==> src/hw/axi_pkg.sv <==
package axi_pkg;

  localparam int AXI_ADDR_BITS = 32;
  localparam int AXI_DATA_BITS = 32;
  localparam int AXI_STRB_BITS = AXI_DATA_BITS / 8;
  localparam int AXI_ID_BITS   = 4;

  localparam logic [1:0] RESP_OKAY   = 2'b00;
  localparam logic [1:0] RESP_SLVERR = 2'b10;

  localparam logic [1:0] BURST_INCR = 2'b01;

  // Write address channel
  typedef struct packed {
    logic [AXI_ID_BITS-1:0]   id;
    logic [AXI_ADDR_BITS-1:0] addr;
    logic [7:0]               len;
    logic [2:0]               size;
    logic [1:0]               burst;
  } axi_aw_t;

  typedef struct packed {
    logic [AXI_DATA_BITS-1:0] data;
    logic [AXI_STRB_BITS-1:0] strb;
    logic                     last;
  } axi_w_t;

  typedef struct packed {
    logic [AXI_ID_BITS-1:0] id;
    logic [1:0]             resp;
  } axi_b_t;

  // Read address channel, same layout as AW
  typedef struct packed {
    logic [AXI_ID_BITS-1:0]   id;
    logic [AXI_ADDR_BITS-1:0] addr;
    logic [7:0]               len;
    logic [2:0]               size;
    logic [1:0]               burst;
  } axi_ar_t;

  typedef struct packed {
    logic [AXI_ID_BITS-1:0]   id;
    logic [AXI_DATA_BITS-1:0] data;
    logic [1:0]               resp;
    logic                     last;
  } axi_r_t;

endpackage

==> src/hw/cpu_bus_pkg.sv <==
package cpu_bus_pkg;

  // Held stable by the CPU while req is high
  typedef struct packed {
    logic                             write;
    logic [axi_pkg::AXI_ADDR_BITS-1:0] addr;
    logic [axi_pkg::AXI_DATA_BITS-1:0] wdata;
    logic [axi_pkg::AXI_STRB_BITS-1:0] strb;
  } cpu_cmd_t;

  // Valid while ack is high
  typedef struct packed {
    logic [axi_pkg::AXI_DATA_BITS-1:0] rdata;
    logic                             err;
  } cpu_rsp_t;

  typedef enum logic [2:0] {
    IDLE,
    AR,
    R,
    AW,
    W,
    B,
    DONE
  } bridge_state_t;

endpackage

==> src/hw/axi_master_regs.sv <==
`timescale 1ns/1ps

module axi_master_regs (
  input  logic                  clk,
  input  logic                  rstn,
  input  cpu_bus_pkg::cpu_cmd_t cmd,
  input  logic                  capture,
  input  logic                  rsp_load,
  input  axi_pkg::axi_b_t       b,
  input  axi_pkg::axi_r_t       r,
  output axi_pkg::axi_aw_t      aw,
  output axi_pkg::axi_w_t       w,
  output axi_pkg::axi_ar_t      ar,
  output cpu_bus_pkg::cpu_rsp_t rsp
);

  // Full word per beat
  localparam logic [2:0] FULL_SIZE = 3'($clog2(axi_pkg::AXI_STRB_BITS));

  cpu_bus_pkg::cpu_cmd_t cmd_q;

  always_ff @(posedge clk) begin
    if (capture) begin
      cmd_q <= cmd;
    end
  end

  always_comb begin
    aw.id    = '0;
    aw.addr  = cmd_q.addr;
    aw.len   = '0;
    aw.size  = FULL_SIZE;
    aw.burst = axi_pkg::BURST_INCR;

    ar.id    = '0;
    ar.addr  = cmd_q.addr;
    ar.len   = '0;
    ar.size  = FULL_SIZE;
    ar.burst = axi_pkg::BURST_INCR;

    w.data = cmd_q.wdata;
    w.strb = cmd_q.strb;
    w.last = 1'b1;
  end

  // Writes return zero data, only the response code matters
  always_ff @(posedge clk or negedge rstn) begin
    if (!rstn) begin
      rsp <= '0;
    end else if (rsp_load) begin
      if (cmd_q.write) begin
        rsp.rdata <= '0;
        rsp.err   <= (b.resp != axi_pkg::RESP_OKAY);
      end else begin
        rsp.rdata <= r.data;
        rsp.err   <= (r.resp != axi_pkg::RESP_OKAY);
      end
    end
  end

  a_no_overlap: assert property (@(posedge clk) disable iff (!rstn)
    !(capture && rsp_load));

endmodule

==> config.mk <==
export PLATFORM = sky130hd
export DESIGN_NAME = axi_master_regs
export DESIGN_NICKNAME = d
export VERILOG_FILES = /design/src/hw/axi_pkg.sv /design/src/hw/cpu_bus_pkg.sv /design/src/hw/axi_master_regs.sv
export SDC_FILE = /design/constraint.sdc
export NUM_CORES = 1
export LEC_CHECK = 0
export BUFFER_PORTS_ARGS = -buffer_cell sky130_fd_sc_hd__buf_2
export CORE_ASPECT_RATIO = 1.25
export CORE_MARGIN = 2
export CORE_UTILIZATION = 39
export CTS_CLUSTER_SIZE = 16
export DETAILED_ROUTE_END_ITERATION = 8
export GPL_TIMING_DRIVEN = 1
export PLACE_DENSITY = 0.77
export SLEW_MARGIN = 20
export SYNTH_ARGS = -nofsm -noshare
export SYNTH_HDL_FRONTEND = slang
export SYNTH_SLANG_ARGS = --single-unit
==> constraint.sdc <==
create_clock -name clk -period 1 [get_ports clk]
set_input_delay 0.05 -clock clk [delete_from_list [all_inputs] [get_ports clk]]
set_output_delay 0.05 -clock clk [all_outputs]
set_load 0.05 [all_outputs]
==> After elaboration in Yosys (flattened, before gate mapping) <==
Cells that the tools add are included.
{ "totals": {"wordCells": 9, "romBits": 0, "latchBits": 0, "inputBits": 118, "ram_bits": 0, "memories": 0, "ff_bits": 102} }
{ "op_classes": {"mul": 0, "muxes": 1, "n_shift": 0, "n_reduce_logical": 2, "n_addsub": 0, "order_cmp": 0, "bitwise": 0, "eq_ne": 0, "div": 0} }
{ "op_table": {"columns": ["op", "count"], "rows": [
  ["33-bit 2-to-1 mux", 1],
  ["2-bit nonzero test", 2]
]} }

==> Depth between registers and ports, before layout <==
{ "depth": {"word_depth": 2, "depth_mapped": 4, "mapped_depth_nobuf": 2} }

==> Least setup slack after synthesis <==
No wires, ideal clock.
{ "synth_timing": {"kind": "register to register", "startpoint": "register, netlist name rsp[0]", "endpoint": "register rsp[0] in the netlist's numbering", "synth_period_minus_slack_ns": 0.941, "path_stages_with_launch": 3, "t_arrival_ns": 0.861, "t_required_ns": 0.920, "path_slack_ns": 0.059, "cell_sequence": "dfrtp_1 nor2_1 nor3_2"} }
{ "synth_rtl": {"columns": ["element", "line_no", "source"], "rows": [
  ["end, declared", "axi_master_regs.sv:14", "output cpu_bus_pkg::cpu_rsp_t rsp"]
]} }

==> Worst setup path in the final report <==
{ "layout_timing": {"startpoint": "register cmd_q[68] in the netlist's numbering", "endpoint": "register rsp[22] in the netlist's numbering"} }
{ "layout_between": {"elab_chain_len": 1} }
{ "layout_rtl": {"columns": ["element", "line_no", "source"], "rows": [
  ["start, declared", "axi_master_regs.sv:20", "cpu_bus_pkg::cpu_cmd_t cmd_q;"],
  ["start signal, assigned", "axi_master_regs.sv:24", "cmd_q <= cmd;"],
  ["33-bit 2-to-1 mux", "axi_master_regs.sv:51", "if (cmd_q.write) begin"]
]} }
Every way passes these cells.
A chain may end at the register's enable or synchronous reset.

==> reports/metrics.csv <==
stage,metric,value,unit
status,outcome,finished with violations,
status,failing checks,setup timing,
logic_synthesis,main combinational cell family by area after synthesis,buffers and inverters,
placed_design,I/O Buffers,241,
worst_setup_path,largest stage delay on the critical path,380,ps
hold_path,worst hold path type,in -> reg,
global_route,global-route wire length before repair,17000,um
timing,setup repair after global routing missed its margin,true,
timing,clock period minus final worst setup slack,1030,ps
worst_setup_path,CP dominant cell by count,buf_6,
worst_setup_path,critical path depth,4,
worst_setup_path,crit-path cells,"buf_6, buf_6, nand3b_1, o21ai_1",
logic_synthesis,compound-cell area share of the yosys netlist,3.52,%
final_layout,Synth-to-Final Area Change,56.8,%
power_and_ir_drop,power per standard cell area,1740,nW/um^2
logic_synthesis,Yosys top cell area share,45.5,%
placed_design,placed inst area,5060,um^2
drt,1st-pass router iterations,4,
worst_setup_path,crit-path leading delay family,flip-flops,
logic_synthesis,Synth cell types,14,
worst_setup_path,crit path buf inv count,2,
cts,CTS buffer count,9,
drt,vias per cell,4.38,
drt,Post-route DRC,0,
cts,CTS max path bufs,2,
floorplan,CORE AREA,11500,um^2
timing,Final setup viols,36,
power_and_ir_drop,VDD IR max,0.932,mV
drt,remaining antenna violation count after routing,0,
global_route,initial antenna violation count,1,
floorplan,row count,44,
worst_setup_path,end of the critical path,rsp[22]$_DFFE_PN0P_,
final_layout,final std cells w/o fill,752,
cts,CTS tree,yes,
final_layout,Nets,726,
logic_synthesis,mux share of post-synthesis cell area,0,%
placed_design,GP Congestion,0.688,
drt,Iter 0 DRT Violations,87,
final_layout,"most common cell after layout, fill and taps aside",buf_2,
worst_setup_path,"Req. time, crit path",1250,ps
logic_synthesis,"Seq/Total Area, Yosys",63.7,%
worst_setup_path,Critical Path Fanout Max,9,
floorplan,num ports,286,
final_layout,"commonest non-fill, non-tap cells in the layout","115 x buf_2, 104 x dlygate4sd3_1, 93 x buf_6, 69 x edfxtp_1, 44 x buf_4",
flow_run,max_cap viols,0,
logic_synthesis,Synth area leader,edfxtp_1,
global_route,total gr overflow,0,
worst_setup_path,worst r2r dst,rsp[22]$_DFFE_PN0P_,
global_route,Total Routing Usage GR,17.8,%
timing,clk_skew,4.94,ps
drt,total length of routed wires,12600,um
worst_setup_path,reg2reg path depth,4,
timing,final cycle utilization of the critical path,103,%
cts,root buf cell,clkbuf_16,
cts,Clock Pin Slew Worst Setup and Hold Paths,70,ps
logic_synthesis,dominant cells by area after synthesis,"edfxtp_1 46%, buf_4 22%, dfrtp_1 18%, nand3b_1 5.3%, o21ai_1 3.5%",
worst_setup_path,crit path kind,reg -> reg,
final_layout,share of layout cells above drive strength 1,44.9,%
timing,setup slack after layout,-29.2,ps
floorplan,die area,12600,um^2
global_route,vias in the first global route,3334,
timing,FMAX,972,MHz
worst_setup_path,R2R Path Start,cmd_q[68]$_DFFE_PP_,
worst_setup_path,CP Capture Type,flip-flop,
worst_setup_path,WP data arrival,1280,ps
cts,clk sinks,102,
final_layout,Layout Cell Area excl Fill,7140,um^2
timing,Fin. Hold Viols,0,
floorplan,die width,101,um
worst_setup_path,worst setup path startpoint,cmd_q[68]$_DFFE_PP_,
logic_synthesis,Synth Area in XOR/XNOR,0,%
worst_setup_path,Reg2Reg Setup Slack,-30,ps
placed_design,post-DP HPWL,6560,um
drt,vias post-DR,3293,
logic_synthesis,Synth Area in Adders,0,%
logic_synthesis,area of the mapped netlist,4550,um^2
logic_synthesis,Post-Synthesis Cells,349,
power_and_ir_drop,cell leakage power,3.26,nW
cts,H-Tree Depth,3,
floorplan,starting density of the core,39.6,%
placed_design,Cell Count Post-Placement,625,
worst_setup_path,crit path launch type,flip-flop,
cts,Worst-Skew Late Latency,340,ps
logic_synthesis,synth warn,0,
floorplan,Die Height,125,um
global_route,largest net degree at the start of global routing,52,
worst_setup_path,CP max-delay cell,edfxtp_1,
drt,drt wl/cell,16.8,um
logic_synthesis,#FFs+latches synth,102,
timing,final max-slew violation count,0,
logic_synthesis,Synth Area in Simple Gates,6.18,%
logic_synthesis,mean post-synth cell area,13.0,um^2
-- cell usage after synthesis --
| library cell | count |
|---|---|
| and4bb_1 | 1 |
| buf_2 | 3 |
| buf_4 | 135 |
| buf_6 | 4 |
| clkbuf_1 | 3 |
| conb_1 | 2 |
| dfrtp_1 | 33 |
| edfxtp_1 | 69 |
| inv_1 | 32 |
| nand3b_1 | 32 |
| nor2_1 | 1 |
| nor3_2 | 1 |
| nor4b_2 | 1 |
| o21ai_1 | 32 |
-- registers in the layout, indices dropped and copies added (netlist names) --
name,flops
ar,32
cmd_q,1
rsp,33
w,36
-- worst register-to-register path: cells and delay by family, from the launching register on --
kind                   cells  cell delay, ps
DFF                        1             380
buffers and inverters      2             290
and+or+nand+nor            1             170
AOI/OAI and AO/OA          1             110
-- worst min-delay path by stage --
stage                  start                  end  slack, ps  cells after the start
floorplan               rstn   rsp[0]$_DFFE_PN0P_       -250                      0
global placement        rstn   rsp[4]$_DFFE_PN0P_         90                      2
detailed placement      rstn  rsp[11]$_DFFE_PN0P_        110                      2
CTS                 rsp_load  rsp[13]$_DFFE_PN0P_         40                      2
global route        rsp_load  rsp[19]$_DFFE_PN0P_         70                      2
finish              rsp_load  rsp[13]$_DFFE_PN0P_         70                      2
-- through the flow --
| step | setup slack [ps] | utilization, % | TNS, ps | hold WS, ps | total power [mW] |
|---|---|---|---|---|---|
| after floorplan | 58.7 | - | 0 | -246 | 7.75 |
| after detailed placement | -68.3 | 44.0 | -1070 | 106 | 8.00 |
| final | -29.2 | 62.0 | -314 | 72.7 | 12.4 |
| after global routing | -72.2 | 62.0 | -3210 | 72.0 | 12.9 |
| after CTS | -46.6 | 59.0 | -736 | 37.2 | 12.2 |
| after global placement | -12.0 | 44.0 | -23.6 | 91.2 | 7.96 |
-- cell type report --
cell class                 count  area (um^2)
antenna                        1         2.50
clock buffer                  11          243
clock inverter                 5         65.1
fill                         810         4370
inverter                      32          120
multi-input combinational    103          589
sequential                   102         2900
tap                          138          173
timing repair buffer         360         3050
-- per-layer routing --
| layer | GRT usage (%) | wire length, um | vias up |
|---|---|---|---|
| met5 | 0 | 0 | - |
| met4 | 5.88 | 182 | 0 |
| met3 | 5.89 | 1070 | 21 |
| met2 | 33.6 | 7040 | 200 |
| met1 | 17.6 | 4340 | 1564 |
| li1 | - | - | 1508 |
-- where the power goes --
group          switching, mW  total, mW  internal [mW]
clock                   1.51       3.56           2.04
sequential             0.238       5.14           4.90
combinational           2.45       3.74           1.29
-- timing repair --
| item | 4_1_cts | 5_1_grt |
|---|---|---|
| setup buffers | 2 | 2 |
| endpoints found under the setup margin | 121 | 132 |
| pin swaps | 2 | 0 |
| hold buffers | 104 | 0 |
| endpoints found under the hold margin | 135 | 0 |
| gates cloned | 1 | 1 |
| gates resized for setup | 124 | 138 |
-- cell families (layout without fill, tap and decap cells) --
family          Yosys count  after routing
flops                   102            102
buf+inv                 177            408
compound gates           32             32
simple gates             36             36
other cells               2             36
Power figures use the tool's default switching activity.
