==> config.mk <==
export PLATFORM = sky130hd
export DESIGN_NAME = axi_master_ctrl
export DESIGN_NICKNAME = d
export VERILOG_FILES = /design/src/hw/axi_pkg.sv /design/src/hw/cpu_bus_pkg.sv /design/src/hw/axi_master_ctrl.sv
export SDC_FILE = /design/constraint.sdc
export NUM_CORES = 1
export LEC_CHECK = 0
export BUFFER_PORTS_ARGS = -buffer_cell sky130_fd_sc_hd__buf_2
export CORE_AREA = 2 2 39 41
export CTS_BUF_LIST = sky130_fd_sc_hd__clkbuf_4 sky130_fd_sc_hd__clkbuf_8
export CTS_CLUSTER_DIAMETER = 40
export DETAILED_ROUTE_END_ITERATION = 16
export DIE_AREA = 0 0 41 43
export PLACE_DENSITY = 0.56
export SLEW_MARGIN = 20
export SYNTH_ARGS = -nofsm -noshare
export SYNTH_HDL_FRONTEND = slang
export SYNTH_SLANG_ARGS = --single-unit
==> constraint.sdc <==
create_clock -name clk -period 1.7 [get_ports clk]
set_clock_uncertainty 0.05 [all_clocks]
set_input_delay 0.17 -clock clk [delete_from_list [all_inputs] [get_ports clk]]
set_output_delay 0.17 -clock clk [all_outputs]
set_load 0.03 [all_outputs]
==> src/hw/axi_pkg.sv <==
package axi_pkg;

  localparam int AXI_ADDR_BITS = 32;
  localparam int AXI_DATA_BITS = 32;
  localparam int AXI_STRB_BITS = AXI_DATA_BITS / 8;
  localparam int AXI_ID_BITS   = 4;

  localparam logic [1:0] RESP_OKAY   = 2'b00;
  localparam logic [1:0] RESP_SLVERR = 2'b10;

  localparam logic [1:0] BURST_INCR = 2'b01;

  // Write address channel
  typedef struct packed {
    logic [AXI_ID_BITS-1:0]   id;
    logic [AXI_ADDR_BITS-1:0] addr;
    logic [7:0]               len;
    logic [2:0]               size;
    logic [1:0]               burst;
  } axi_aw_t;

  typedef struct packed {
    logic [AXI_DATA_BITS-1:0] data;
    logic [AXI_STRB_BITS-1:0] strb;
    logic                     last;
  } axi_w_t;

  typedef struct packed {
    logic [AXI_ID_BITS-1:0] id;
    logic [1:0]             resp;
  } axi_b_t;

  // Read address channel, same layout as AW
  typedef struct packed {
    logic [AXI_ID_BITS-1:0]   id;
    logic [AXI_ADDR_BITS-1:0] addr;
    logic [7:0]               len;
    logic [2:0]               size;
    logic [1:0]               burst;
  } axi_ar_t;

  typedef struct packed {
    logic [AXI_ID_BITS-1:0]   id;
    logic [AXI_DATA_BITS-1:0] data;
    logic [1:0]               resp;
    logic                     last;
  } axi_r_t;

endpackage

==> src/hw/cpu_bus_pkg.sv <==
package cpu_bus_pkg;

  // Held stable by the CPU while req is high
  typedef struct packed {
    logic                             write;
    logic [axi_pkg::AXI_ADDR_BITS-1:0] addr;
    logic [axi_pkg::AXI_DATA_BITS-1:0] wdata;
    logic [axi_pkg::AXI_STRB_BITS-1:0] strb;
  } cpu_cmd_t;

  // Valid while ack is high
  typedef struct packed {
    logic [axi_pkg::AXI_DATA_BITS-1:0] rdata;
    logic                             err;
  } cpu_rsp_t;

  typedef enum logic [2:0] {
    IDLE,
    AR,
    R,
    AW,
    W,
    B,
    DONE
  } bridge_state_t;

endpackage

==> src/hw/axi_master_ctrl.sv <==
`timescale 1ns/1ps

module axi_master_ctrl (
  input  logic clk,
  input  logic rstn,
  input  logic req,
  input  logic write,
  output logic ack,
  output logic capture,
  output logic rsp_load,
  output logic awvalid,
  input  logic awready,
  output logic wvalid,
  input  logic wready,
  input  logic bvalid,
  output logic bready,
  output logic arvalid,
  input  logic arready,
  input  logic rvalid,
  output logic rready
);

  cpu_bus_pkg::bridge_state_t state;
  cpu_bus_pkg::bridge_state_t state_nxt;
  logic w_done;
  logic aw_fire;
  logic w_fire;
  logic b_fire;
  logic ar_fire;
  logic r_fire;

  assign aw_fire = awvalid && awready;
  assign w_fire  = wvalid && wready;
  assign b_fire  = bvalid && bready;
  assign ar_fire = arvalid && arready;
  assign r_fire  = rvalid && rready;

  always_ff @(posedge clk or negedge rstn) begin
    if (!rstn) begin
      state <= cpu_bus_pkg::IDLE;
    end else begin
      state <= state_nxt;
    end
  end

  always_comb begin
    state_nxt = state;
    case (state)
      cpu_bus_pkg::IDLE: begin
        if (req) begin
          state_nxt = write ? cpu_bus_pkg::AW : cpu_bus_pkg::AR;
        end
      end
      cpu_bus_pkg::AR: if (ar_fire) state_nxt = cpu_bus_pkg::R;
      cpu_bus_pkg::R:  if (r_fire) state_nxt = cpu_bus_pkg::DONE;
      cpu_bus_pkg::AW: begin
        // W may have gone through before or together with AW
        if (aw_fire) begin
          state_nxt = (w_done || w_fire) ? cpu_bus_pkg::B : cpu_bus_pkg::W;
        end
      end
      cpu_bus_pkg::W: if (w_fire) state_nxt = cpu_bus_pkg::B;
      cpu_bus_pkg::B: if (b_fire) state_nxt = cpu_bus_pkg::DONE;
      // Hold the reply until the CPU lets go of req
      cpu_bus_pkg::DONE: if (!req) state_nxt = cpu_bus_pkg::IDLE;
      default: state_nxt = cpu_bus_pkg::IDLE;
    endcase
  end

  // Data beat accepted while still waiting on AW
  always_ff @(posedge clk or negedge rstn) begin
    if (!rstn) begin
      w_done <= 1'b0;
    end else if (capture) begin
      w_done <= 1'b0;
    end else if (state == cpu_bus_pkg::AW && w_fire) begin
      w_done <= 1'b1;
    end
  end

  assign capture  = (state == cpu_bus_pkg::IDLE) && req;
  assign rsp_load = b_fire || r_fire;
  assign ack      = (state == cpu_bus_pkg::DONE);

  assign awvalid = (state == cpu_bus_pkg::AW);
  assign wvalid  = ((state == cpu_bus_pkg::AW) && !w_done) || (state == cpu_bus_pkg::W);
  assign bready  = (state == cpu_bus_pkg::B);
  assign arvalid = (state == cpu_bus_pkg::AR);
  assign rready  = (state == cpu_bus_pkg::R);

  a_aw_hold: assert property (@(posedge clk) disable iff (!rstn)
    awvalid && !awready |=> awvalid);

  a_ar_hold: assert property (@(posedge clk) disable iff (!rstn)
    arvalid && !arready |=> arvalid);

  a_ack_needs_req: assert property (@(posedge clk) disable iff (!rstn)
    $rose(ack) |-> $past(req));

endmodule

# --- Yosys cells after proc, flatten, opt, wreduce, memory -nomap -nowiden ---
# Cells that the tools add are included.
word_totals:
  ff_bits: 4
  input_bits: 9
  wordCells: 42
  output_inout_bits: 8
classes:
  eq_ne: 13
  n_reduce_logical: 15
  n_mux: 12
ops:
  columns: ["cell", "n"]
  rows:
  - ["two-way mux 3 bit", 7]
  - ["one-hot mux 3 bit (7 select lines)", 1]
  - ["equality test 3 bit, second input constant", 3]
  - ["logical AND 1 bit", 8]
  - ["inequality test 2 x 1 -> 1 bit, second input constant", 4]
  - ["AND reduction 7 bit", 1]
  - ["equality test 3 x 2 -> 1 bit, second input constant", 2]
  - ["inequality test 2 bit, second input constant", 3]
  - ["equality test 3 x 1 -> 1 bit, second input constant", 1]
  - ["logical NOT 3 bit", 1]
  - ["logical OR 1 bit", 3]
  - ["two-way mux 1 bit", 3]
  - ["two-way mux 2 bit", 1]
  - ["nonzero test 2 bit", 1]
  - ["logical NOT 1 bit", 1]

# --- Logic depth before layout (Yosys ltp) ---
# Gate-level depths: netlist (run 1).
depth:
  depth_word: 8
  ltp_mapped: 4
  mapped_depth_nobuf: 3

# --- Least setup slack after synthesis (run 1) ---
# No wires, ideal clock.
synth_timing:
  path_type: "register to output"
  start: "register state[2]"
  end: "output rsp_load"
  arrival_ps: 1420
  required_time_ps: 1480
  n_path_buf: 0
  slack_ps: 60
  path_stages_with_launch: 4
  cell_sequence: "dfrtp_1 -> nand2b_1 -> nor2_1 -> a22o_1"
synth_via:
  elab_chain_cells: 3
  word_cells_on_any_way: 5
  cone_classes: "eq/ne: 2; reduce/logical: 3"
synth_lines:
  columns: ["item", "line", "source"]
  rows:
  - ["from (decl)", "axi_master_ctrl.sv:23", "cpu_bus_pkg::bridge_state_t state;"]
  - ["from (signal assigned)", "axi_master_ctrl.sv:40", "state <= cpu_bus_pkg::IDLE;"]
  - ["from (signal assigned)", "axi_master_ctrl.sv:42", "state <= state_nxt;"]
  - ["equality test 3 x 2 -> 1 bit", "axi_master_ctrl.sv:89", "assign rready = (state == cpu_bus_pkg::R);"]
  - ["net rready", "axi_master_ctrl.sv:20", "output logic rready"]
  - ["logical AND 1 bit", "axi_master_ctrl.sv:36", "assign r_fire = rvalid && rready;"]
  - ["logical OR 1 bit", "axi_master_ctrl.sv:82", "assign rsp_load = b_fire || r_fire;"]
  - ["to (decl)", "axi_master_ctrl.sv:10", "output logic rsp_load,"]
# The timed path passes the listed nets, and every way through them passes these cells.

# --- Worst setup path in the final report (run 1) ---
layout_timing:
  start: "register state[1]"
  end: "output rsp_load"
layout_via:
  elab_chain_cells: 3
  word_cells_on_any_way: 5
  cone_classes: "eq/ne: 2; reduce/logical: 3"
layout_lines:
  columns: ["item", "line"]
  rows:
  - ["equality test 3 bit / equality test 3 x 2 -> 1 bit (equally long branches)", "axi_master_ctrl.sv:87, axi_master_ctrl.sv:89"]
  - ["logical AND 1 bit, on equally long branches", "axi_master_ctrl.sv:34, axi_master_ctrl.sv:36"]
  - ["logical OR 1 bit *", "axi_master_ctrl.sv:82"]
# Mark *: on every way between the ends. The rest lies on a longest branch, timed or not.

==> report_table.html, run 1 <==
<table>
<tr><th>Metric</th><th>Value</th></tr>
<tr><th colspan="2">Outcome</th></tr>
<tr><td>Status</td><td>finished clean</td></tr>
<tr><th colspan="2">Logic synthesis</th></tr>
<tr><td>Cells after Synth</td><td>37</td></tr>
<tr><td>Post-synth EDFFs</td><td>0</td></tr>
<tr><td>Number of synthesis warnings</td><td>0</td></tr>
<tr><td>Number of distinct library cells after synthesis</td><td>23</td></tr>
<tr><td>Main synth FF type</td><td>dfrtp_1</td></tr>
<tr><td>Total standard cell area after synthesis</td><td>344.1 um2</td></tr>
<tr><td>Most frequent cell after synthesis</td><td>nor2_1</td></tr>
<tr><td>Mapped Avg Cell Area</td><td>roughly 9.3 um2</td></tr>
<tr><td>Synthesis-stage register bit count</td><td>4</td></tr>
<tr><td>Post-synthesis async set-or-reset flop share</td><td>1.000</td></tr>
<tr><td>Main area contributors after synthesis</td><td>dfrtp_1, buf_6, mux2i_1, nor2_1, a22o_1</td></tr>
<tr><td>Fraction of synthesized cell area taken by the top area cell type</td><td>0.2909</td></tr>
<tr><td>Post-Syn Nets</td><td>46</td></tr>
<tr><td>Proportion of synthesized chip area in sequential cells</td><td>0.2909</td></tr>
<tr><td>Leading cell types by count after synthesis</td><td>nor2_1, dfrtp_1, a21oi_1</td></tr>
<tr><td>Area leader, netlist</td><td>dfrtp_1</td></tr>
<tr><th colspan="2">Cells and area</th></tr>
<tr><td>FF+latch area</td><td>103.9 um2</td></tr>
<tr><td>Area added between synthesis and finish</td><td>30.91%</td></tr>
<tr><td>Fraction of layout instances using a drive strength above 1</td><td>0.4630</td></tr>
<tr><td>Diodes inserted</td><td>0</td></tr>
<tr><td>Final Cell Area</td><td>approximately 450 um2</td></tr>
<tr><td>Post-layout net count</td><td>65</td></tr>
<tr><td>Fill cell count</td><td>158</td></tr>
<tr><td>Multi-input gate area in the final layout</td><td>about 210 um2</td></tr>
<tr><th colspan="2">Worst setup path</th></tr>
<tr><td>WS Path Type</td><td>reg -&gt; out</td></tr>
<tr><td>Crit. End Element</td><td>primary output</td></tr>
<tr><td>Biggest fanout along the worst timing path</td><td>12</td></tr>
<tr><td>Required arrival time at the worst endpoint</td><td>1.48 ns</td></tr>
<tr><td>Type of element launching the critical path</td><td>register</td></tr>
<tr><td>WP data arrival</td><td>1.41 ns</td></tr>
<tr><th colspan="2">Placed design</th></tr>
<tr><td>Detailed Place HPWL</td><td>566.8 um</td></tr>
<tr><td>RD Place Congestion</td><td>0.6668</td></tr>
<tr><td>Number of I/O port buffers</td><td>16</td></tr>
<tr><td>Cell Area, Placed</td><td>just over 400 um2</td></tr>
<tr><th colspan="2">CTS</th></tr>
<tr><td>Buffer depth of the longest clock path</td><td>2</td></tr>
<tr><td>Clock latency of the later-clocked register in the worst-skew pair</td><td>~0.23 ns</td></tr>
<tr><td>Clock slew at the register clock pins of the worst setup and hold paths</td><td>~0.040 ns</td></tr>
<tr><td>Root buffer cell</td><td>clkbuf_4</td></tr>
<tr><td>CTS sink count</td><td>4</td></tr>
<tr><td>TritonCTS Buffers</td><td>3</td></tr>
<tr><td>Maximum level of the CTS H-tree</td><td>1</td></tr>
<tr><td>TritonCTS clock tree</td><td>yes</td></tr>
<tr><th colspan="2">Global route</th></tr>
<tr><td>Maximum number of pins on one net before global-route repair</td><td>15</td></tr>
<tr><td>Fraction of met1 tracks used by global routing</td><td>0.1419</td></tr>
<tr><td>Global routing's busiest layer</td><td>met1</td></tr>
<tr><td>Global routing usage on met2</td><td>0.1344</td></tr>
<tr><td>Sum of overflow across all layers after global routing</td><td>0</td></tr>
<tr><td>M3 GR Usage</td><td>0.03141</td></tr>
<tr><td>Global routing usage summed across all routing layers</td><td>0.1055</td></tr>
<tr><td>Vias in the first global route</td><td>between 200 and 300</td></tr>
<tr><td>Initial antenna violation count</td><td>0</td></tr>
<tr><td>Wire length of the first global-routing pass</td><td>1242 um</td></tr>
<tr><th colspan="2">Power and ir drop</th></tr>
<tr><td>Final total power</td><td>between 0.8 and 0.9 mW</td></tr>
<tr><td>Leakage power summed over all cells</td><td>between 0.2 and 0.25 nW</td></tr>
<tr><td>Cell area power density</td><td>1922 mW/mm2</td></tr>
<tr><td>VDD IR-drop max</td><td>between 0.0006 and 0.0007 V</td></tr>
<tr><th colspan="2">Routing</th></tr>
<tr><td>Post-DR wirelength/cell</td><td>approximately 11 um</td></tr>
<tr><td>Total number of vias</td><td>about 340</td></tr>
<tr><td>Average vias per placed instance</td><td>a little under 5</td></tr>
<tr><td>DRC violation total after the first TritonRoute iteration</td><td>15</td></tr>
<tr><td>DRC</td><td>0</td></tr>
<tr><td>First-pass iteration count of the detailed router</td><td>4</td></tr>
<tr><td>Antenna-violating nets left</td><td>0</td></tr>
<tr><td>Overall routed net length</td><td>between 700 and 800 um</td></tr>
<tr><th colspan="2">STA</th></tr>
<tr><td>RSZ-0062 raised after global routing</td><td>no</td></tr>
<tr><td>Slew at the pin closest to its max-slew limit</td><td>about 0.32 ns</td></tr>
<tr><td>Post-route clock period utilization</td><td>0.9560</td></tr>
<tr><td>Final worst hold slack</td><td>0.1298 ns</td></tr>
<tr><td>Setup total negative slack</td><td>0 ns</td></tr>
<tr><td>Crit path time final</td><td>between 1.5 and 2 ns</td></tr>
<tr><td>Maximum clock rate</td><td>slightly above 600 MHz</td></tr>
<tr><td>Number of slew-limit violations in the final report</td><td>0</td></tr>
<tr><td>Count of final setup violators</td><td>0</td></tr>
<tr><td>Endpoints failing hold</td><td>0</td></tr>
<tr><td>Headroom to the max-slew limit</td><td>0.7873</td></tr>
<tr><th colspan="2">Die</th></tr>
<tr><td>Core Area</td><td>0.001384 mm2</td></tr>
<tr><td>Core Rows</td><td>14</td></tr>
<tr><td>Die area</td><td>0.001763 mm2</td></tr>
<tr><td>Horizontal die dimension</td><td>just over 40 um</td></tr>
<tr><td>Chip height</td><td>~43 um</td></tr>
<tr><td>Initial Util</td><td>0.2486</td></tr>
<tr><td>Top-Level Pins</td><td>17</td></tr>
<tr><th colspan="2">Min path</th></tr>
<tr><td>Class of the worst hold path</td><td>in -&gt; reg</td></tr>
<tr><th colspan="2">Run</th></tr>
<tr><td>MaxCap Viol Count</td><td>0</td></tr>
</table>
[cell usage in the layout (no fill, tap or decap), drive strengths merged]
cell,count
nor2,5
a21oi,3
dfrtp,4
and3b,2
o211ai,1
a211o,1
o21a,1
mux2i,2
buf,16
and2b,1
dlygate4sd3,1
inv,2
nor4,1
nand2b,2
or3b,1
a221o,1
o2bb2ai,1
a31o,1
nor4bb,1
o21ai,1
clkbuf,3
and2,1
a22o,2
[metal layers]
layer | up-vias | routed length, um
met2 | 12 | 327
met1 | 154 | 369
met4 | 0 | 0
met3 | 0 | 38
met5 | - | 0
li1 | 171 | -
[final cells by class]
type	instances	share of cell area
Timing Repair Buffer	17	0.2000
Clock buffer	3	0.05000
Inverter	2	0.01667
Multi-Input combinational cell	28	0.4583
Sequential cell	4	0.2306
Tap cell	16	0.04444
[metrics by stage]
step | setup WS [ns] | util | std cells
2_1_floorplan | 0.06017 | - | 37
3_3_place_gp | 0.2618 | 0.2993 | 66
3_5_place_dp | 0.2429 | 0.2993 | 66
4_1_cts | 0.003615 | 0.3237 | 70
5_1_grt | 0.02091 | 0.3255 | 70
6_report | 0.07483 | 0.3255 | 70
[report_power, final]
group          switching (mW)  internal (mW)  total [mW]
combinational           0.269          0.216       0.484
sequential              0.120          0.149       0.268
clock                  0.0347         0.0787       0.113
total                   0.423          0.443       0.866
[cells by family (layout without fill, tap and decap cells)]
kind of cell | count (synthesis) | after routing | synth area share
AOI/OAI and AO/OA | 12 | 12 | 0.2582
muxes | 2 | 2 | 0.05818
buffers and inverters | 5 | 22 | 0.1091
DFF | 4 | 4 | 0.2909
and+or+nand+nor | 14 | 14 | 0.2837
[what timing repair did]
action	4_1_cts	5_1_grt
hold buffers	1	0
gates resized for setup	1	2
pin swaps	0	0
setup buffers	0	0
setup endpoints to repair	1	3
endpoints found under the hold margin	4	0
[worst max-delay path: stages, from the launching register on]
cell     delay (ns)
dfrtp_2        0.47
and2b_4        0.27
and2_1         0.14
a22o_1         0.12
buf_2          0.18
[flip-flops by register name, indices dropped and copies added, names as in the netlist]
| register | flops |
|---|---|
| state | 3 |
| w_done | 1 |
[path summary, 6_finish.rpt]
path | slack (ns) | startpoint | cells past startpoint | endpoint
min | 0.13 | write | 2 | state[1]$_DFFE_PN0P_
min reg2reg | 0.49 | w_done$_DFFE_PN0P_ | 2 | w_done$_DFFE_PN0P_
max in group asynchronous | 1.24 | rstn | 2 | state[0]$_DFFE_PN0P_
min in group asynchronous | 0.23 | rstn | 2 | state[1]$_DFFE_PN0P_
max reg2reg | 0.43 | state[1]$_DFFE_PN0P_ | 3 | state[0]$_DFFE_PN0P_
max | 0.07 | state[1]$_DFFE_PN0P_ | 4 | rsp_load
(Power assumes the default switching activity.)
==> run 2: changes to the inputs <==
--- a/config.mk
+++ b/config.mk
@@ -11,6 +11,7 @@
 export CTS_CLUSTER_DIAMETER = 40
 export DETAILED_ROUTE_END_ITERATION = 16
 export DIE_AREA = 0 0 41 43
+export GPL_TIMING_DRIVEN = 0
 export PLACE_DENSITY = 0.56
 export SLEW_MARGIN = 20
 export SYNTH_ARGS = -nofsm -noshare
==> report_table.html, run 2 (same netlist as run 1, synthesis figures left out) <==
<table>
<tr><th>Metric</th><th>Value</th></tr>
<tr><th colspan="2">Worst setup path</th></tr>
<tr><td>WP data arrival</td><td>1.42 ns (about the same)</td></tr>
<tr><td>Required arrival time at the worst endpoint</td><td>1.48 ns (about the same)</td></tr>
<tr><td>Biggest fanout along the worst timing path</td><td>10 (-2)</td></tr>
<tr><td>Worst R2R Path Depth</td><td>4 (+1)</td></tr>
<tr><td>Stages on the worst setup path</td><td>5 (+1)</td></tr>
<tr><td>WS Path Type</td><td>reg -&gt; out</td></tr>
<tr><td>Cell with the largest stage delay on the worst path</td><td>dfrtp_1</td></tr>
<tr><td>Crit. End Element</td><td>primary output</td></tr>
<tr><td>Delay of the slowest critical-path stage</td><td>0.39 ns (-0.08 ns)</td></tr>
<tr><td>Cell-by-cell listing of the critical path</td><td>buf_6 &gt; and2b_4 &gt; and2_1 &gt; a22o_1 &gt; buf_4</td></tr>
<tr><td>Crit path max-delay family</td><td>flip-flops</td></tr>
<tr><td>Number of buffer and inverter stages on the critical path</td><td>2 (+1)</td></tr>
<tr><td>Type of element launching the critical path</td><td>register</td></tr>
<tr><th colspan="2">Cells and area</th></tr>
<tr><td>Fill cell count</td><td>160 (+1.3%)</td></tr>
<tr><td>Post-layout net count</td><td>69 (+6.2%)</td></tr>
<tr><td>Multi-input gate area in the final layout</td><td>215.2 um2 (+4.2%)</td></tr>
<tr><td>Final Cell Area</td><td>500.5 um2 (+11%)</td></tr>
<tr><td>Largest registers in the final layout</td><td>state (3), w_done (1)</td></tr>
<tr><td>Most frequent cells in the layout</td><td>buf_2, nor2_1</td></tr>
<tr><td>Diodes inserted</td><td>0 (unchanged)</td></tr>
<tr><td>Area added between synthesis and finish</td><td>45.45%</td></tr>
<tr><td>Number of flip-flops in the largest register</td><td>3 (unchanged)</td></tr>
<tr><td>Commonest non-fill, non-tap cell in the layout</td><td>buf_2</td></tr>
<tr><td>Fraction of layout instances using a drive strength above 1</td><td>0.4655 (+0.002554)</td></tr>
<tr><td>Largest Register</td><td>state</td></tr>
<tr><td>FF+latch area</td><td>101.3 um2 (-2.4%)</td></tr>
<tr><th colspan="2">Placed design</th></tr>
<tr><td>RD Place Congestion</td><td>0.7128 (+6.9%)</td></tr>
<tr><td>Number of I/O port buffers</td><td>16 (unchanged)</td></tr>
<tr><td>Cell Area, Placed</td><td>444.2 um2 (+7.3%)</td></tr>
<tr><td>Detailed Place HPWL</td><td>616.8 um (+8.8%)</td></tr>
<tr><th colspan="2">STA</th></tr>
<tr><td>Endpoints failing hold</td><td>0 (unchanged)</td></tr>
<tr><td>Setup total negative slack</td><td>0 ns (unchanged)</td></tr>
<tr><td>Crit path time final</td><td>1.637 ns (+0.01180 ns)</td></tr>
<tr><td>Number of slew-limit violations in the final report</td><td>0 (unchanged)</td></tr>
<tr><td>Final worst hold slack</td><td>0.1219 ns (-0.007947 ns)</td></tr>
<tr><td>Headroom to the max-slew limit</td><td>0.8322 (+0.04494)</td></tr>
<tr><td>Slew at the pin closest to its max-slew limit</td><td>0.2498 ns (-0.06666 ns)</td></tr>
<tr><td>Maximum clock rate</td><td>610.9 MHz (-0.72%)</td></tr>
<tr><td>Count of final setup violators</td><td>0 (unchanged)</td></tr>
<tr><td>Post-route clock period utilization</td><td>0.9629 (+0.006943)</td></tr>
<tr><td>RSZ-0062 raised after global routing</td><td>no</td></tr>
<tr><th colspan="2">CTS</th></tr>
<tr><td>Clock slew at the register clock pins of the worst setup and hold paths</td><td>0.04 ns (about the same)</td></tr>
<tr><td>CTS sink count</td><td>4 (unchanged)</td></tr>
<tr><td>Clock latency of the later-clocked register in the worst-skew pair</td><td>0.23 ns (about the same)</td></tr>
<tr><td>TritonCTS clock tree</td><td>yes</td></tr>
<tr><td>Root buffer cell</td><td>clkbuf_4</td></tr>
<tr><td>Maximum level of the CTS H-tree</td><td>1 (unchanged)</td></tr>
<tr><td>TritonCTS Buffers</td><td>3 (unchanged)</td></tr>
<tr><td>Buffer depth of the longest clock path</td><td>2 (unchanged)</td></tr>
<tr><th colspan="2">Power and ir drop</th></tr>
<tr><td>Switching power share of the total</td><td>0.4627 (-0.02556)</td></tr>
<tr><td>Cell area power density</td><td>1959 mW/mm2 (+1.9%)</td></tr>
<tr><td>Part of the power in registers</td><td>0.200 (-0.110)</td></tr>
<tr><td>Clk network pwr share</td><td>0.117 (-0.014)</td></tr>
<tr><td>Internal power</td><td>0.5267 mW (+19%)</td></tr>
<tr><td>Net switching component of the power</td><td>0.4537 mW (+7.3%)</td></tr>
<tr><td>Combinational share of power</td><td>0.683 (+0.124)</td></tr>
<tr><td>Leakage power summed over all cells</td><td>0.2558 nW (+12%)</td></tr>
<tr><td>VDD IR-drop max</td><td>0.0005804 V (-7.6%)</td></tr>
<tr><th colspan="2">Global route</th></tr>
<tr><td>Initial antenna violation count</td><td>0 (unchanged)</td></tr>
<tr><td>Global routing usage on met2</td><td>0.1625 (+0.02813)</td></tr>
<tr><td>Wire length of the first global-routing pass</td><td>1262 um (+1.6%)</td></tr>
<tr><td>M3 GR Usage</td><td>0.05236 (+0.02094)</td></tr>
<tr><td>Fraction of met1 tracks used by global routing</td><td>0.1161 (-0.02581)</td></tr>
<tr><td>Global routing usage summed across all routing layers</td><td>0.1075 (+0.002010)</td></tr>
<tr><td>Global routing's busiest layer</td><td>met2</td></tr>
<tr><td>Vias in the first global route</td><td>334 (+13%)</td></tr>
<tr><td>Maximum number of pins on one net before global-route repair</td><td>11 (-4)</td></tr>
<tr><td>Sum of overflow across all layers after global routing</td><td>0 (unchanged)</td></tr>
<tr><th colspan="2">Die</th></tr>
<tr><td>Horizontal die dimension</td><td>41 um (unchanged)</td></tr>
<tr><td>Chip height</td><td>43 um (unchanged)</td></tr>
<tr><td>Top-Level Pins</td><td>17 (unchanged)</td></tr>
<tr><td>Die area</td><td>0.001763 mm2 (unchanged)</td></tr>
<tr><td>Core Area</td><td>0.001384 mm2 (unchanged)</td></tr>
<tr><td>Initial Util</td><td>0.2486 (unchanged)</td></tr>
<tr><td>Core Rows</td><td>14 (unchanged)</td></tr>
<tr><th colspan="2">Routing</th></tr>
<tr><td>Overall routed net length</td><td>787 um (+7.1%)</td></tr>
<tr><td>First-pass iteration count of the detailed router</td><td>2 (-2)</td></tr>
<tr><td>Post-DR wirelength/cell</td><td>10.64 um (+1.3%)</td></tr>
<tr><td>Average vias per placed instance</td><td>4.649 (-3.4%)</td></tr>
<tr><td>Total number of vias</td><td>344 (+2.1%)</td></tr>
<tr><td>Antenna-violating nets left</td><td>0 (unchanged)</td></tr>
<tr><td>DRC</td><td>0 (unchanged)</td></tr>
<tr><td>DRC violation total after the first TritonRoute iteration</td><td>3 (-12)</td></tr>
<tr><th colspan="2">Run</th></tr>
<tr><td>MaxCap Viol Count</td><td>0 (unchanged)</td></tr>
<tr><th colspan="2">Min path</th></tr>
<tr><td>Class of the worst hold path</td><td>in -&gt; reg</td></tr>
<tr><td>Hold Path Depth</td><td>2 (unchanged)</td></tr>
<tr><th colspan="2">Outcome</th></tr>
<tr><td>Status</td><td>finished clean</td></tr>
</table>
run 2: final timing paths:
check	slack (ns)	from	endpoint
setup / recovery	0.06	state[0]$_DFFE_PN0P_	rsp_load
hold / removal	0.12	write	state[1]$_DFFE_PN0P_
setup reg to reg	0.39	state[2]$_DFFE_PN0P_	state[1]$_DFFE_PN0P_
hold reg to reg	0.48	w_done$_DFFE_PN0P_	w_done$_DFFE_PN0P_
max in group asynchronous	1.25	rstn	state[2]$_DFFE_PN0P_
min in group asynchronous	0.22	rstn	state[0]$_DFFE_PN0P_
run 2: through the flow:
stage	std cells	setup slack, ns	power, mW	utilization
final	74	0.06303	0.9804	0.3617
after global placement	69	0.2415	0.8222	0.3210
after floorplan	37	0.06017	0.6798	-
after CTS	74	0.01159	0.9600	0.3499
after detailed placement	69	0.2355	0.8180	0.3210
after global routing	74	0.01180	1.060	0.3617
run 2: area by class of cell:
type	count	area share
plain buffers	3	0.06750
clock buffers	3	0.04500
inverters	2	0.01500
multi-input cells	28	0.4300
flip-flops and latches	4	0.2025
well taps	16	0.04000
repair buffers	18	0.2000
run 2: layer usage:
layer	share of wire	wire length, um
met3	0.042	33
met2	0.47	367
met4	0	0
met5	0	0
met1	0.49	385
run 2: power by group through the flow:
stage | sequential [mW] | combinational, mW | clock [mW]
after floorplan | 0.180 | 0.500 | 0
after global placement | 0.194 | 0.628 | 0
after detailed placement | 0.193 | 0.625 | 0
after CTS | 0.188 | 0.650 | 0.122
after global routing | 0.200 | 0.734 | 0.126
final | 0.196 | 0.670 | 0.115
run 2: what timing repair did:
item / in CTS / in global routing
hold buffers: 1 / 0
endpoints found under the hold margin: 4 / 0
buffers inserted: 1 / 0
endpoints found under the setup margin: 1 / 3
gates resized for setup: 0 / 5
cloned: 0 / 0
pin swaps: 0 / 0
